### src/include/rv_decoder_defs.svh
// RV64I+M decoder constants; type codes follow the existing decoder table, W forms and SYSTEM are not covered
`ifndef RV_DECODER_DEFS_SVH
`define RV_DECODER_DEFS_SVH

// Datapath widths
`define RV_ILEN     32
`define RV_XLEN     64
`define RV_REG_W    5
`define RV_SHAMT_W  6 // RV64 immediate shifts only
`define RV_TYPE_W   8

// Major opcodes, instruction bits 6:0
`define RV_OP_OP      7'b0110011
`define RV_OP_OP_IMM  7'b0010011
`define RV_OP_LOAD    7'b0000011
`define RV_OP_STORE   7'b0100011
`define RV_OP_BRANCH  7'b1100011
`define RV_OP_JAL     7'b1101111
`define RV_OP_JALR    7'b1100111
`define RV_OP_LUI     7'b0110111
`define RV_OP_AUIPC   7'b0010111

// funct7 groups for OP
`define RV_F7_BASE    7'b0000000
`define RV_F7_ALT     7'b0100000 // SUB and SRA
`define RV_F7_MULDIV  7'b0000001

// Upper six bits of an immediate shift, instruction bits 31:26
`define RV_SH_BASE    6'b000000
`define RV_SH_ALT     6'b010000 // SRAI

// Register-register base ops
`define RV_T_ADD      8'd0
`define RV_T_SUB      8'd1
`define RV_T_XOR      8'd2
`define RV_T_OR       8'd3
`define RV_T_AND      8'd4
`define RV_T_SLL      8'd5
`define RV_T_SRL      8'd6
`define RV_T_SRA      8'd7
`define RV_T_SLT      8'd8
`define RV_T_SLTU     8'd9

// M extension
`define RV_T_MUL      8'd10
`define RV_T_MULH     8'd11
`define RV_T_MULHSU   8'd12
`define RV_T_MULHU    8'd13
`define RV_T_DIV      8'd14
`define RV_T_DIVU     8'd15
`define RV_T_REM      8'd16
`define RV_T_REMU     8'd17

// Register-immediate ops
`define RV_T_ADDI     8'd18
`define RV_T_XORI     8'd19
`define RV_T_ORI      8'd20
`define RV_T_ANDI     8'd21
`define RV_T_SLLI     8'd22
`define RV_T_SRLI     8'd23
`define RV_T_SRAI     8'd24
`define RV_T_SLTI     8'd25
`define RV_T_SLTIU    8'd26

// Stores and branches
`define RV_T_SB       8'd43
`define RV_T_SH       8'd44
`define RV_T_SW       8'd45
`define RV_T_SD       8'd46
`define RV_T_BEQ      8'd47
`define RV_T_BNE      8'd48
`define RV_T_BLT      8'd49
`define RV_T_BGE      8'd50
`define RV_T_BLTU     8'd51
`define RV_T_BGEU     8'd52

// Jumps and upper immediates
`define RV_T_JAL      8'd53
`define RV_T_JALR     8'd54
`define RV_T_LUI      8'd55
`define RV_T_AUIPC    8'd56

// Loads
`define RV_T_LB       8'd59
`define RV_T_LH       8'd60
`define RV_T_LW       8'd61
`define RV_T_LBU      8'd62
`define RV_T_LHU      8'd63
`define RV_T_LWU      8'd64
`define RV_T_LD       8'd65

`define RV_T_UNKNOWN  8'hFF // Anything outside the tables above

`endif
### src/logic/rv_isa_pkg.sv
// Views of one 32-bit RISC-V word; only R, I and S layouts, B/U/J are sliced from these or the raw word
`default_nettype none

`include "rv_decoder_defs.svh"

package rv_isa_pkg;

    // Same 32 bits, three standard layouts
    typedef union packed {
        struct packed {
            logic [6:0]           funct7;
            logic [`RV_REG_W-1:0] rs2;
            logic [`RV_REG_W-1:0] rs1;
            logic [2:0]           funct3;
            logic [`RV_REG_W-1:0] rd;
            logic [6:0]           opcode;
        } r_view;
        struct packed {
            logic [11:0]          imm12;   // Also holds shift amount and shift kind
            logic [`RV_REG_W-1:0] rs1;
            logic [2:0]           funct3;
            logic [`RV_REG_W-1:0] rd;
            logic [6:0]           opcode;
        } i_view;
        struct packed {
            logic [6:0]           imm_hi;  // Imm 11:5, B form reuses it
            logic [`RV_REG_W-1:0] rs2;
            logic [`RV_REG_W-1:0] rs1;
            logic [2:0]           funct3;
            logic [4:0]           imm_lo;  // Imm 4:0
            logic [6:0]           opcode;
        } s_view;
    } instr_word_u;

endpackage

`default_nettype wire

### src/logic/rv_decoder.sv
// Two-stage RV64I+M decode; result pulses 2 cycles after acceptance, one word may enter per cycle
`timescale 1ns/1ps
`default_nettype none

`include "rv_decoder_defs.svh"

module rv_decoder (
    input  wire logic                   clk,
    input  wire logic                   reset,
    input  wire logic [`RV_ILEN-1:0]    instruction,
    input  wire logic                   decode_enable,
    output logic [`RV_REG_W-1:0]        rd,
    output logic [`RV_REG_W-1:0]        rs1,
    output logic [`RV_REG_W-1:0]        rs2,
    output logic [`RV_XLEN-1:0]         imm,
    output logic [`RV_SHAMT_W-1:0]      shamt,
    output logic [`RV_TYPE_W-1:0]       instruction_type,
    output logic                        memory_access,
    output logic                        decode_complete
);

    logic                    s1_valid;
    rv_isa_pkg::instr_word_u s1_word;
    logic [`RV_REG_W-1:0]    s1_rd;
    logic [`RV_REG_W-1:0]    s1_rs1;
    logic [`RV_REG_W-1:0]    s1_rs2;
    logic [`RV_XLEN-1:0]     s1_imm;
    logic [`RV_SHAMT_W-1:0]  s1_shamt;

    field_extract field_extract_i (
        .clk(clk), .reset(reset),
        .instruction(instruction), .decode_enable(decode_enable),
        .s1_valid(s1_valid), .s1_word(s1_word),
        .s1_rd(s1_rd), .s1_rs1(s1_rs1), .s1_rs2(s1_rs2),
        .s1_imm(s1_imm), .s1_shamt(s1_shamt)
    );

    // Classification and output register
    op_classify op_classify_i (
        .clk(clk), .reset(reset),
        .s1_valid(s1_valid), .s1_word(s1_word),
        .s1_rd(s1_rd), .s1_rs1(s1_rs1), .s1_rs2(s1_rs2),
        .s1_imm(s1_imm), .s1_shamt(s1_shamt),
        .rd(rd), .rs1(rs1), .rs2(rs2),
        .imm(imm), .shamt(shamt),
        .instruction_type(instruction_type),
        .memory_access(memory_access),
        .decode_complete(decode_complete)
    );

endmodule

`default_nettype wire

### src/logic/op_classify.sv
// Second stage with no back-pressure, so outputs hold between complete pulses and must be taken on each pulse
`timescale 1ns/1ps
`default_nettype none

`include "rv_decoder_defs.svh"

module op_classify (
    input  wire logic                       clk,
    input  wire logic                       reset,
    input  wire logic                       s1_valid,
    input  wire rv_isa_pkg::instr_word_u    s1_word,
    input  wire logic [`RV_REG_W-1:0]       s1_rd,
    input  wire logic [`RV_REG_W-1:0]       s1_rs1,
    input  wire logic [`RV_REG_W-1:0]       s1_rs2,
    input  wire logic [`RV_XLEN-1:0]        s1_imm,
    input  wire logic [`RV_SHAMT_W-1:0]     s1_shamt,
    output logic [`RV_REG_W-1:0]            rd,
    output logic [`RV_REG_W-1:0]            rs1,
    output logic [`RV_REG_W-1:0]            rs2,
    output logic [`RV_XLEN-1:0]             imm,
    output logic [`RV_SHAMT_W-1:0]          shamt,
    output logic [`RV_TYPE_W-1:0]           instruction_type,
    output logic                            memory_access,
    output logic                            decode_complete
);

    logic [6:0]            opcode;
    logic [2:0]            funct3;
    logic [6:0]            funct7;
    logic [5:0]            shift_hi;   // Bits 31:26 of an immediate shift
    logic [`RV_TYPE_W-1:0] type_next;
    logic                  mem_next;

    assign opcode   = s1_word.r_view.opcode;
    assign funct3   = s1_word.r_view.funct3;
    assign funct7   = s1_word.r_view.funct7;
    assign shift_hi = s1_word.i_view.imm12[11:6];

    assign mem_next = (opcode == `RV_OP_LOAD) || (opcode == `RV_OP_STORE);

    always_comb begin
        type_next = `RV_T_UNKNOWN;
        case (opcode)
            `RV_OP_OP: begin
                case (funct7)
                    `RV_F7_BASE: begin
                        case (funct3)
                            3'b000:  type_next = `RV_T_ADD;
                            3'b001:  type_next = `RV_T_SLL;
                            3'b010:  type_next = `RV_T_SLT;
                            3'b011:  type_next = `RV_T_SLTU;
                            3'b100:  type_next = `RV_T_XOR;
                            3'b101:  type_next = `RV_T_SRL;
                            3'b110:  type_next = `RV_T_OR;
                            default: type_next = `RV_T_AND;
                        endcase
                    end
                    `RV_F7_ALT: begin // Only SUB and SRA exist here
                        if (funct3 == 3'b000) begin
                            type_next = `RV_T_SUB;
                        end else if (funct3 == 3'b101) begin
                            type_next = `RV_T_SRA;
                        end
                    end
                    `RV_F7_MULDIV: begin
                        case (funct3)
                            3'b000:  type_next = `RV_T_MUL;
                            3'b001:  type_next = `RV_T_MULH;
                            3'b010:  type_next = `RV_T_MULHSU;
                            3'b011:  type_next = `RV_T_MULHU;
                            3'b100:  type_next = `RV_T_DIV;
                            3'b101:  type_next = `RV_T_DIVU;
                            3'b110:  type_next = `RV_T_REM;
                            default: type_next = `RV_T_REMU;
                        endcase
                    end
                    default: type_next = `RV_T_UNKNOWN;
                endcase
            end
            `RV_OP_OP_IMM: begin
                case (funct3)
                    3'b000: type_next = `RV_T_ADDI;
                    3'b010: type_next = `RV_T_SLTI;
                    3'b011: type_next = `RV_T_SLTIU;
                    3'b100: type_next = `RV_T_XORI;
                    3'b110: type_next = `RV_T_ORI;
                    3'b111: type_next = `RV_T_ANDI;
                    3'b001: begin
                        if (shift_hi == `RV_SH_BASE) type_next = `RV_T_SLLI;
                    end
                    default: begin // funct3 101 selects logical or arithmetic right
                        if (shift_hi == `RV_SH_BASE) begin
                            type_next = `RV_T_SRLI;
                        end else if (shift_hi == `RV_SH_ALT) begin
                            type_next = `RV_T_SRAI;
                        end
                    end
                endcase
            end
            `RV_OP_LOAD: begin
                case (funct3)
                    3'b000:  type_next = `RV_T_LB;
                    3'b001:  type_next = `RV_T_LH;
                    3'b010:  type_next = `RV_T_LW;
                    3'b011:  type_next = `RV_T_LD;
                    3'b100:  type_next = `RV_T_LBU;
                    3'b101:  type_next = `RV_T_LHU;
                    3'b110:  type_next = `RV_T_LWU;
                    default: type_next = `RV_T_UNKNOWN; // 111 is reserved
                endcase
            end
            `RV_OP_STORE: begin
                case (funct3)
                    3'b000:  type_next = `RV_T_SB;
                    3'b001:  type_next = `RV_T_SH;
                    3'b010:  type_next = `RV_T_SW;
                    3'b011:  type_next = `RV_T_SD;
                    default: type_next = `RV_T_UNKNOWN;
                endcase
            end
            `RV_OP_BRANCH: begin
                case (funct3)
                    3'b000:  type_next = `RV_T_BEQ;
                    3'b001:  type_next = `RV_T_BNE;
                    3'b100:  type_next = `RV_T_BLT;
                    3'b101:  type_next = `RV_T_BGE;
                    3'b110:  type_next = `RV_T_BLTU;
                    3'b111:  type_next = `RV_T_BGEU;
                    default: type_next = `RV_T_UNKNOWN;
                endcase
            end
            `RV_OP_JAL:   type_next = `RV_T_JAL;
            `RV_OP_JALR:  type_next = `RV_T_JALR;  // funct3 not checked
            `RV_OP_LUI:   type_next = `RV_T_LUI;
            `RV_OP_AUIPC: type_next = `RV_T_AUIPC;
            default:      type_next = `RV_T_UNKNOWN;
        endcase
    end

    always_ff @(posedge clk) begin
        if (reset) begin
            rd               <= '0;
            rs1              <= '0;
            rs2              <= '0;
            imm              <= '0;
            shamt            <= '0;
            instruction_type <= '0;
            memory_access    <= 1'b0;
            decode_complete  <= 1'b0;
        end else begin
            decode_complete <= s1_valid; // One pulse per stage-1 word
            if (s1_valid) begin
                rd               <= s1_rd;
                rs1              <= s1_rs1;
                rs2              <= s1_rs2;
                imm              <= s1_imm;
                shamt            <= s1_shamt;
                instruction_type <= type_next;
                memory_access    <= mem_next;
            end
        end
    end

endmodule

`default_nettype wire

### src/logic/field_extract.sv
// Stage 1: all-zero words and low enable are dropped; foreign opcodes leave every field zero
`timescale 1ns/1ps
`default_nettype none

`include "rv_decoder_defs.svh"

module field_extract (
    input  wire logic                       clk,
    input  wire logic                       reset,
    input  wire logic [`RV_ILEN-1:0]        instruction,
    input  wire logic                       decode_enable,
    output logic                            s1_valid,
    output rv_isa_pkg::instr_word_u         s1_word,
    output logic [`RV_REG_W-1:0]            s1_rd,
    output logic [`RV_REG_W-1:0]            s1_rs1,
    output logic [`RV_REG_W-1:0]            s1_rs2,
    output logic [`RV_XLEN-1:0]             s1_imm,
    output logic [`RV_SHAMT_W-1:0]          s1_shamt
);

    rv_isa_pkg::instr_word_u word;
    logic                    accept;

    logic [`RV_XLEN-1:0]     imm_i;
    logic [`RV_XLEN-1:0]     imm_s;
    logic [`RV_XLEN-1:0]     imm_b;
    logic [`RV_XLEN-1:0]     imm_u;
    logic [`RV_XLEN-1:0]     imm_j;

    logic [`RV_REG_W-1:0]    rd_next;
    logic [`RV_REG_W-1:0]    rs1_next;
    logic [`RV_REG_W-1:0]    rs2_next;
    logic [`RV_XLEN-1:0]     imm_next;
    logic [`RV_SHAMT_W-1:0]  shamt_next;

    assign word   = instruction;
    assign accept = decode_enable && (instruction != '0);

    // Every format sign-extends from bit 31
    assign imm_i = {{(`RV_XLEN-12){instruction[31]}}, word.i_view.imm12};
    assign imm_s = {{(`RV_XLEN-12){instruction[31]}}, word.s_view.imm_hi, word.s_view.imm_lo};
    assign imm_b = {{(`RV_XLEN-13){instruction[31]}}, word.s_view.imm_hi[6],
                    word.s_view.imm_lo[0], word.s_view.imm_hi[5:0],
                    word.s_view.imm_lo[4:1], 1'b0};
    assign imm_u = {{(`RV_XLEN-32){instruction[31]}}, instruction[31:12], 12'b0};
    assign imm_j = {{(`RV_XLEN-21){instruction[31]}}, instruction[31],
                    instruction[19:12], instruction[20], instruction[30:21], 1'b0};

    always_comb begin
        rd_next    = '0;
        rs1_next   = '0;
        rs2_next   = '0;
        imm_next   = '0;
        shamt_next = '0;

        case (word.r_view.opcode)
            `RV_OP_OP: begin // R form, no immediate
                rd_next  = word.r_view.rd;
                rs1_next = word.r_view.rs1;
                rs2_next = word.r_view.rs2;
            end
            `RV_OP_OP_IMM: begin
                rd_next  = word.i_view.rd;
                rs1_next = word.i_view.rs1;
                imm_next = imm_i;
                // SLLI, SRLI and SRAI carry a 6-bit shift amount
                if (word.i_view.funct3 == 3'b001 || word.i_view.funct3 == 3'b101) begin
                    shamt_next = word.i_view.imm12[`RV_SHAMT_W-1:0];
                end
            end
            `RV_OP_LOAD, `RV_OP_JALR: begin
                rd_next  = word.i_view.rd;
                rs1_next = word.i_view.rs1;
                imm_next = imm_i;
            end
            `RV_OP_STORE: begin
                rs1_next = word.s_view.rs1;
                rs2_next = word.s_view.rs2;
                imm_next = imm_s;
            end
            `RV_OP_BRANCH: begin
                rs1_next = word.s_view.rs1;
                rs2_next = word.s_view.rs2;
                imm_next = imm_b;
            end
            `RV_OP_LUI, `RV_OP_AUIPC: begin
                rd_next  = word.r_view.rd;
                imm_next = imm_u;
            end
            `RV_OP_JAL: begin
                rd_next  = word.r_view.rd;
                imm_next = imm_j;
            end
            default: imm_next = '0; // Unknown opcode keeps all fields clear
        endcase
    end

    always_ff @(posedge clk) begin
        if (reset) begin
            s1_valid <= 1'b0;
        end else begin
            s1_valid <= accept;
        end
    end

    // Payload only moves on an accepted word
    always_ff @(posedge clk) begin
        if (accept) begin
            s1_word  <= word;
            s1_rd    <= rd_next;
            s1_rs1   <= rs1_next;
            s1_rs2   <= rs2_next;
            s1_imm   <= imm_next;
            s1_shamt <= shamt_next;
        end
    end

endmodule

`default_nettype wire

### config.mk
export PLATFORM = sky130hd
export DESIGN_NAME = rv_decoder
export DESIGN_NICKNAME = d
export VERILOG_FILES = /design/src/logic/rv_isa_pkg.sv /design/src/logic/rv_decoder.sv /design/src/logic/op_classify.sv /design/src/logic/field_extract.sv
export VERILOG_INCLUDE_DIRS = /design/src /design/src/include
export SDC_FILE = /design/constraint.sdc
export NUM_CORES = 1
export LEC_CHECK = 0
export ABC_CLOCK_PERIOD_IN_PS = 3800
export BUFFER_PORTS_ARGS = -buffer_cell sky130_fd_sc_hd__buf_4
export CAP_MARGIN = 15
export CORE_MARGIN = 4
export CORE_UTILIZATION = 55
export CTS_BUF_LIST = sky130_fd_sc_hd__clkbuf_8 sky130_fd_sc_hd__clkbuf_16
export CTS_CLUSTER_DIAMETER = 100
export DETAILED_ROUTE_END_ITERATION = 7
export PLACE_DENSITY = 0.76
export SKIP_CTS_REPAIR_TIMING = 1
export SLEW_MARGIN = 15
export SYNTH_ARGS = -nofsm -noshare
export SYNTH_HDL_FRONTEND = slang
export SYNTH_SLANG_ARGS = --single-unit
### constraint.sdc
create_clock -name clk -period 3.8 [get_ports clk]
set_input_delay 0.19 -clock clk [delete_from_list [all_inputs] [get_ports clk]]
set_output_delay 0.19 -clock clk [all_outputs]
set_load 0.1 [all_outputs]
Word-level counts from Yosys, hierarchy flattened
Cells that the tools add are included.

Input port bits: 35. Output and inout bits: 95. Word-level logic and storage cells: 72. Register bits after elaboration: 213.

Equality and inequality tests: 30. Reduce and logical (&&, ||, !) cells: 13. Multiplexer cells: 14.

Operator list (count): $pmux W64 S5 (1); $pmux W8 S7 (2); $pmux W8 S9 (1); $eq A7 B6 Y1 const B (7); $pmux W8 S6 (1); $eq A7 B7 Y1 const B (6); $mux W8 (5); $pmux W5 S7 (1); $pmux W8 S4 (1); $reduce_bool A32 Y1 (1); $eq A7 B5 Y1 const B (4); $pmux W4 S7 (1); $pmux W8 S3 (1); $eq A3 B3 Y1 const B (5); $eq A7 B2 Y1 const B (2); $eq A7 B1 Y1 const B (1); $logic_not A7 Y1 (1); $reduce_or A7 Y1 (1); $eq A3 B1 Y1 const B (2); $eq A3 B2 Y1 const B (2); $eq A6 B5 Y1 const B (1); $logic_not A6 Y1 (1); $reduce_or A3 Y1 (2); $reduce_or A6 Y1 (1); other kinds (5) (6).

Longest topological paths before layout
Depth after elaboration: 5. Gate-level depth with buffers: 9. Mapped depth without buffers: 7.

By module
From an unflattened synthesis, not the netlist that was laid out.

Cell total of the unflattened synthesis: 666. Area, all modules: 7688.6 um^2.

By module, submodules not included: op_classify (cells each 443, sequential area each 1901.8 um^2, times used 1, area an instance 4095.2 um^2); field_extract (cells each 223, sequential area each 2572.5 um^2, times used 1, area an instance 3593.4 um^2).

Worst setup path before layout
No wires, ideal clock.

Path type: input to register. Start point: in instruction[6]. End point: reg field_extract_i.s1_imm[0], enable pin. Buffers on the path: 1. Data required time: 3359 ps. Slack: 1114 ps. Library setup time: 441 ps. Cell stages on the path: 4. Arrival time: 2245 ps. Cells stage by stage: buf_2 -> nor3_1 -> nand3_1 -> o31a_1.

Longest elaborated chain between the ends: 2.

Ends and longest elaborated chain: start, declared (line rv_decoder.sv:10) `` input wire logic [`RV_ILEN-1:0] instruction, ``; $reduce_bool A32 Y1 (line field_extract.sv:37) `assign accept = decode_enable && (instruction != '0);`; $logic_and A1 B1 Y1 (line field_extract.sv:37); net field_extract_i.accept (line field_extract.sv:22) `logic accept;`; end signal, assigned (line field_extract.sv:113) `s1_imm <= imm_next;`; end, declared (line field_extract.sv:17) `` output logic [`RV_XLEN-1:0] s1_imm, ``.

The timed path passes the listed nets, and every way through them passes these cells. A chain may end at the register's enable or synchronous reset.

Final worst setup path
Start point: reg field_extract_i.s1_word[14] in the netlist's numbering. End point: reg op_classify_i.instruction_type[0].

Longest elaborated chain between the ends: 4. Elaborated cells between the ends (all ways): 17. Classes of those cells: eq/ne (7); mux (9); reduce/logical (1).

Ends and longest elaborated chain: start, declared (line field_extract.sv:13) `output rv_isa_pkg::instr_word_u s1_word,`; start signal, assigned (line field_extract.sv:109) `s1_word <= word;`; $eq A3 B3 Y1 (tied with other cells); $pmux W5 S7 (tied with other cells) (line op_classify.sv:66) `case (funct3)`; $pmux W8 S3 (line op_classify.sv:45) `case (funct7)`; $pmux W8 S9 (*) (line op_classify.sv:43) `case (opcode)`; end signal, assigned (line op_classify.sv:158) `instruction_type <= type_next;`; end, declared (line op_classify.sv:22) `` output logic [`RV_TYPE_W-1:0] instruction_type, ``.

Every way passes the cells marked *; elsewhere a longest branch is shown, timed or not.

==> flow_summary.toml <==
[placement]
dp_hpwl_um = 10190
post-place-ws_ps = 1343
gp_congestion = 0.9027
portBuffers = 129

[sta]
fmax_ghz = 0.3994
slew_viol_final = 0
timing.final.crit_share_pct = 65.89
min_period_ps = 2504
fin_tns_setup_ps = 0
setup_viol_count_final = 0
relSlewSlack_pct = 23.96
rsz0062_at_grt = "false"
hold_violations = 0
setup_ws_ps = 1296
worstMarginPinSlew_ps = 1131
fin_worst_skew_ps = 8.256

[synthesis]
synthAdderAreaFrac_pct = 1.218
yosysMostFrequentCell = "nor2_1"
synth_seq_cells = 134
synth_top_family_by_area = "simple AND/OR/NAND/NOR gates"
synth_common_cells = "73 x nor2_1, 70 x edfxtp_1, 64 x dfxtp_1"
synth-compound-area-share_pct = 11.80
synth_top_area_share_pct = 34.11
yosysSeqAreaShare_pct = 54.90
muxShareOfSynthArea_pct = 8.934
synth_edf_count = 70
synth_fp_nets = 585
synthTopCellsByArea = "edfxtp_1 34%, dfxtp_1 21%, mux2i_1 8.9%"
synth_cell_type_count = 63
synth_xor_area_share_pct = 0.4264
synthSimpleGateAreaFrac_pct = 16.32
yosys.area.top_type = "edfxtp_1"
synthArstFlopShare_pct = 0
yosysWarningCount = 0
synthFlopType = "edfxtp_1"
syn_inst = 544
syn-mean-instance-area_um2 = 11.33
syn_area_mm2 = 0.006162

[global_route]
grt.overflow.total = 0
grt_max_degree = 65
globalRouteTotalUtil_pct = 24.22
antenna_found_initial = 0
grt_pass1_wl_um = 24140
grt_pass1_vias = 4390

[setup_path]
cp_max_fo = 19
worstRegToRegCells = 6
r2r_start = "field_extract_i.s1_word[14]$_DFFE_PP_"
critical_path_class = "register to register"
setup.worst_path.start_class = "register"
cp_data_arrival_time_ps = 2940
worstSetupEndpointType = "register"
r2r_slack_ps = 1300
rr_endpoint = "op_classify_i.instruction_type[0]$_SDFFE_PP0P_"
required_ps = 4240

[route]
antenna_left = 0
via_count = 4642
drt_iter0_markers = 336
first_pass_iters = 5
wl_um = 15420
drc = 0
avgRoutedWirePerCell_um = 18.90
vias_per_cell = 5.689

[cts]
root_buffer = "clkbuf_8"
path_clk_slew_ps = 60
cts_made_buffers = 17
cts_max_level = 4
cts_tree = "yes"
cts_sinks = 134
cts_buffer_depth = 2
clk_latency_ps = 530

[final_layout]
design.final.nets = 704
multi_input_area_mm2 = 0.002392
num-fill-cells = 762
area_growth_pct = 26.40
seqCellArea_mm2 = 0.003387
num_antenna_cells = 0
drive_gt1_share_pct = 26.33

[floorplan]
io_pins = 130
initial_utilization_pct = 56.60
rows = 38
die-area_mm2 = 0.01296
core_area_mm2 = 0.01089
die_x_um = 113.9
die_h_um = 113.9

[pwr]
ir_drop_uv = 431.4
power_density_mw_per_mm2 = 503.4
power_leakage_uw = 0.003302

[status]
outcome = "complete, no violations"

[hold_path]
min_path_cells = 2
min_path_type = "input pin to register"
hold_end = "field_extract_i.s1_imm[1]$_DFFE_PP_"
min_from = "instruction[8]"

[job]
max_cap_violations = 0
## cells by family after synthesis
group	after synthesis
AOI/OAI and AO/OA	95
xor gates and xnor gates	3
adders and majority gates	6
buffers and inverters	66
DFF	134
muxes	55
and+or+nand+nor	185
## state kept, by name, indices dropped and copies added (netlist names)
signal / flops
op_classify_i.imm: 32
op_classify_i.rs1: 5
op_classify_i.memory_access: 1
op_classify_i.instruction_type: 8
field_extract_i.s1_word: 17
op_classify_i.rs2: 5
field_extract_i.s1_shamt: 6
field_extract_i.s1_rd: 5
op_classify_i.rd: 5
field_extract_i.s1_imm: 32
field_extract_i.s1_rs1: 5
field_extract_i.s1_valid: 1
field_extract_i.s1_rs2: 5
op_classify_i.shamt: 6
op_classify_i.decode_complete: 1
## report_power, final
group	leakage, uW	internal [uW]	switching [uW]
Combinational	0.00183	194	552
Sequential	0.00120	1610	85.3
Clock	0.000280	887	592
Total	0.00330	2690	1230
## worst max-delay path, stage by stage, from the launching register on
cell,delay (ps)
edfxtp_1,660
inv_1,300
ha_1,500
a21oi_1,130
a311oi_2,380
o2111ai_1,170
a311oi_1,270
## metrics by stage
stage | util (%) | cell area, um2 | hold WS, ps | total power [uW] | std cells
2_1_floorplan | - | 6162 | 288.9 | 2287 | 544
4_1_cts | 68.87 | 7498 | -156.3 | 3918 | 787
6_report | 71.54 | 7789 | 10.98 | 3921 | 816
3_5_place_dp | 63.93 | 6960 | 396.4 | 2442 | 755
3_3_place_gp | 63.93 | 6960 | 395.4 | 2437 | 755
5_1_grt | 71.54 | 7789 | 5.888 | 4061 | 816
## layer usage
| layer | vias to the layer above | part of all wire [%] | global-route usage (%) |
|---|---|---|---|
| met5 | - | 0 | 0 |
| met4 | 0 | 2.1 | 8.155 |
| met3 | 31 | 7.4 | 7.056 |
| met2 | 207 | 48 | 37.81 |
| met1 | 2220 | 43 | 32.59 |
| li1 | 2184 | - | - |
## cell usage in the layout (no fill, tap or decap), types with 4 or more instances in the layout
master,instances
dfxtp_1,63
o21ai_0,10
nor2_1,73
nand3_1,9
inv_1,11
mux2i_1,55
a21o_1,24
buf_4,131
dlygate4sd3_1,29
a21oi_1,12
nand2_1,15
edfxtp_1,70
a211oi_1,6
clkbuf_16,16
and2_1,29
ha_1,6
a311oi_1,6
nor4_1,9
a22o_1,5
and3b_1,4
nor2b_1,7
o21bai_1,5
nor3_1,12
## final cells by class
cell class / count / area share, %
Tap cell: 140 / 2.249
Clock inverter: 13 / 1.237
Timing Repair Buffer: 160 / 16.35
Inverter: 6 / 0.2892
Sequential cell: 134 / 43.49
Clock buffer: 19 / 5.671
Multi-Input combinational cell: 344 / 30.71
## worst max path at each step
| stage | start | to | slack [ps] | depth (start not counted) |
|---|---|---|---|---|
| after floorplan | instruction[6] | field_extract_i.s1_imm[0]$_DFFE_PP_ | 1110 | 4 |
| after global placement | field_extract_i.s1_word[14]$_DFFE_PP_ | op_classify_i.instruction_type[0]$_SDFFE_PP0P_ | 1400 | 6 |
| after detailed placement | field_extract_i.s1_word[14]$_DFFE_PP_ | op_classify_i.instruction_type[5]$_SDFFE_PP0P_ | 1340 | 6 |
| after CTS | field_extract_i.s1_word[14]$_DFFE_PP_ | op_classify_i.instruction_type[0]$_SDFFE_PP0P_ | 1330 | 6 |
| after global routing | field_extract_i.s1_word[14]$_DFFE_PP_ | op_classify_i.instruction_type[0]$_SDFFE_PP0P_ | 1000 | 6 |
| final | field_extract_i.s1_word[14]$_DFFE_PP_ | op_classify_i.instruction_type[0]$_SDFFE_PP0P_ | 1300 | 6 |
No activity file was read; power rests on OpenSTA's default activity.
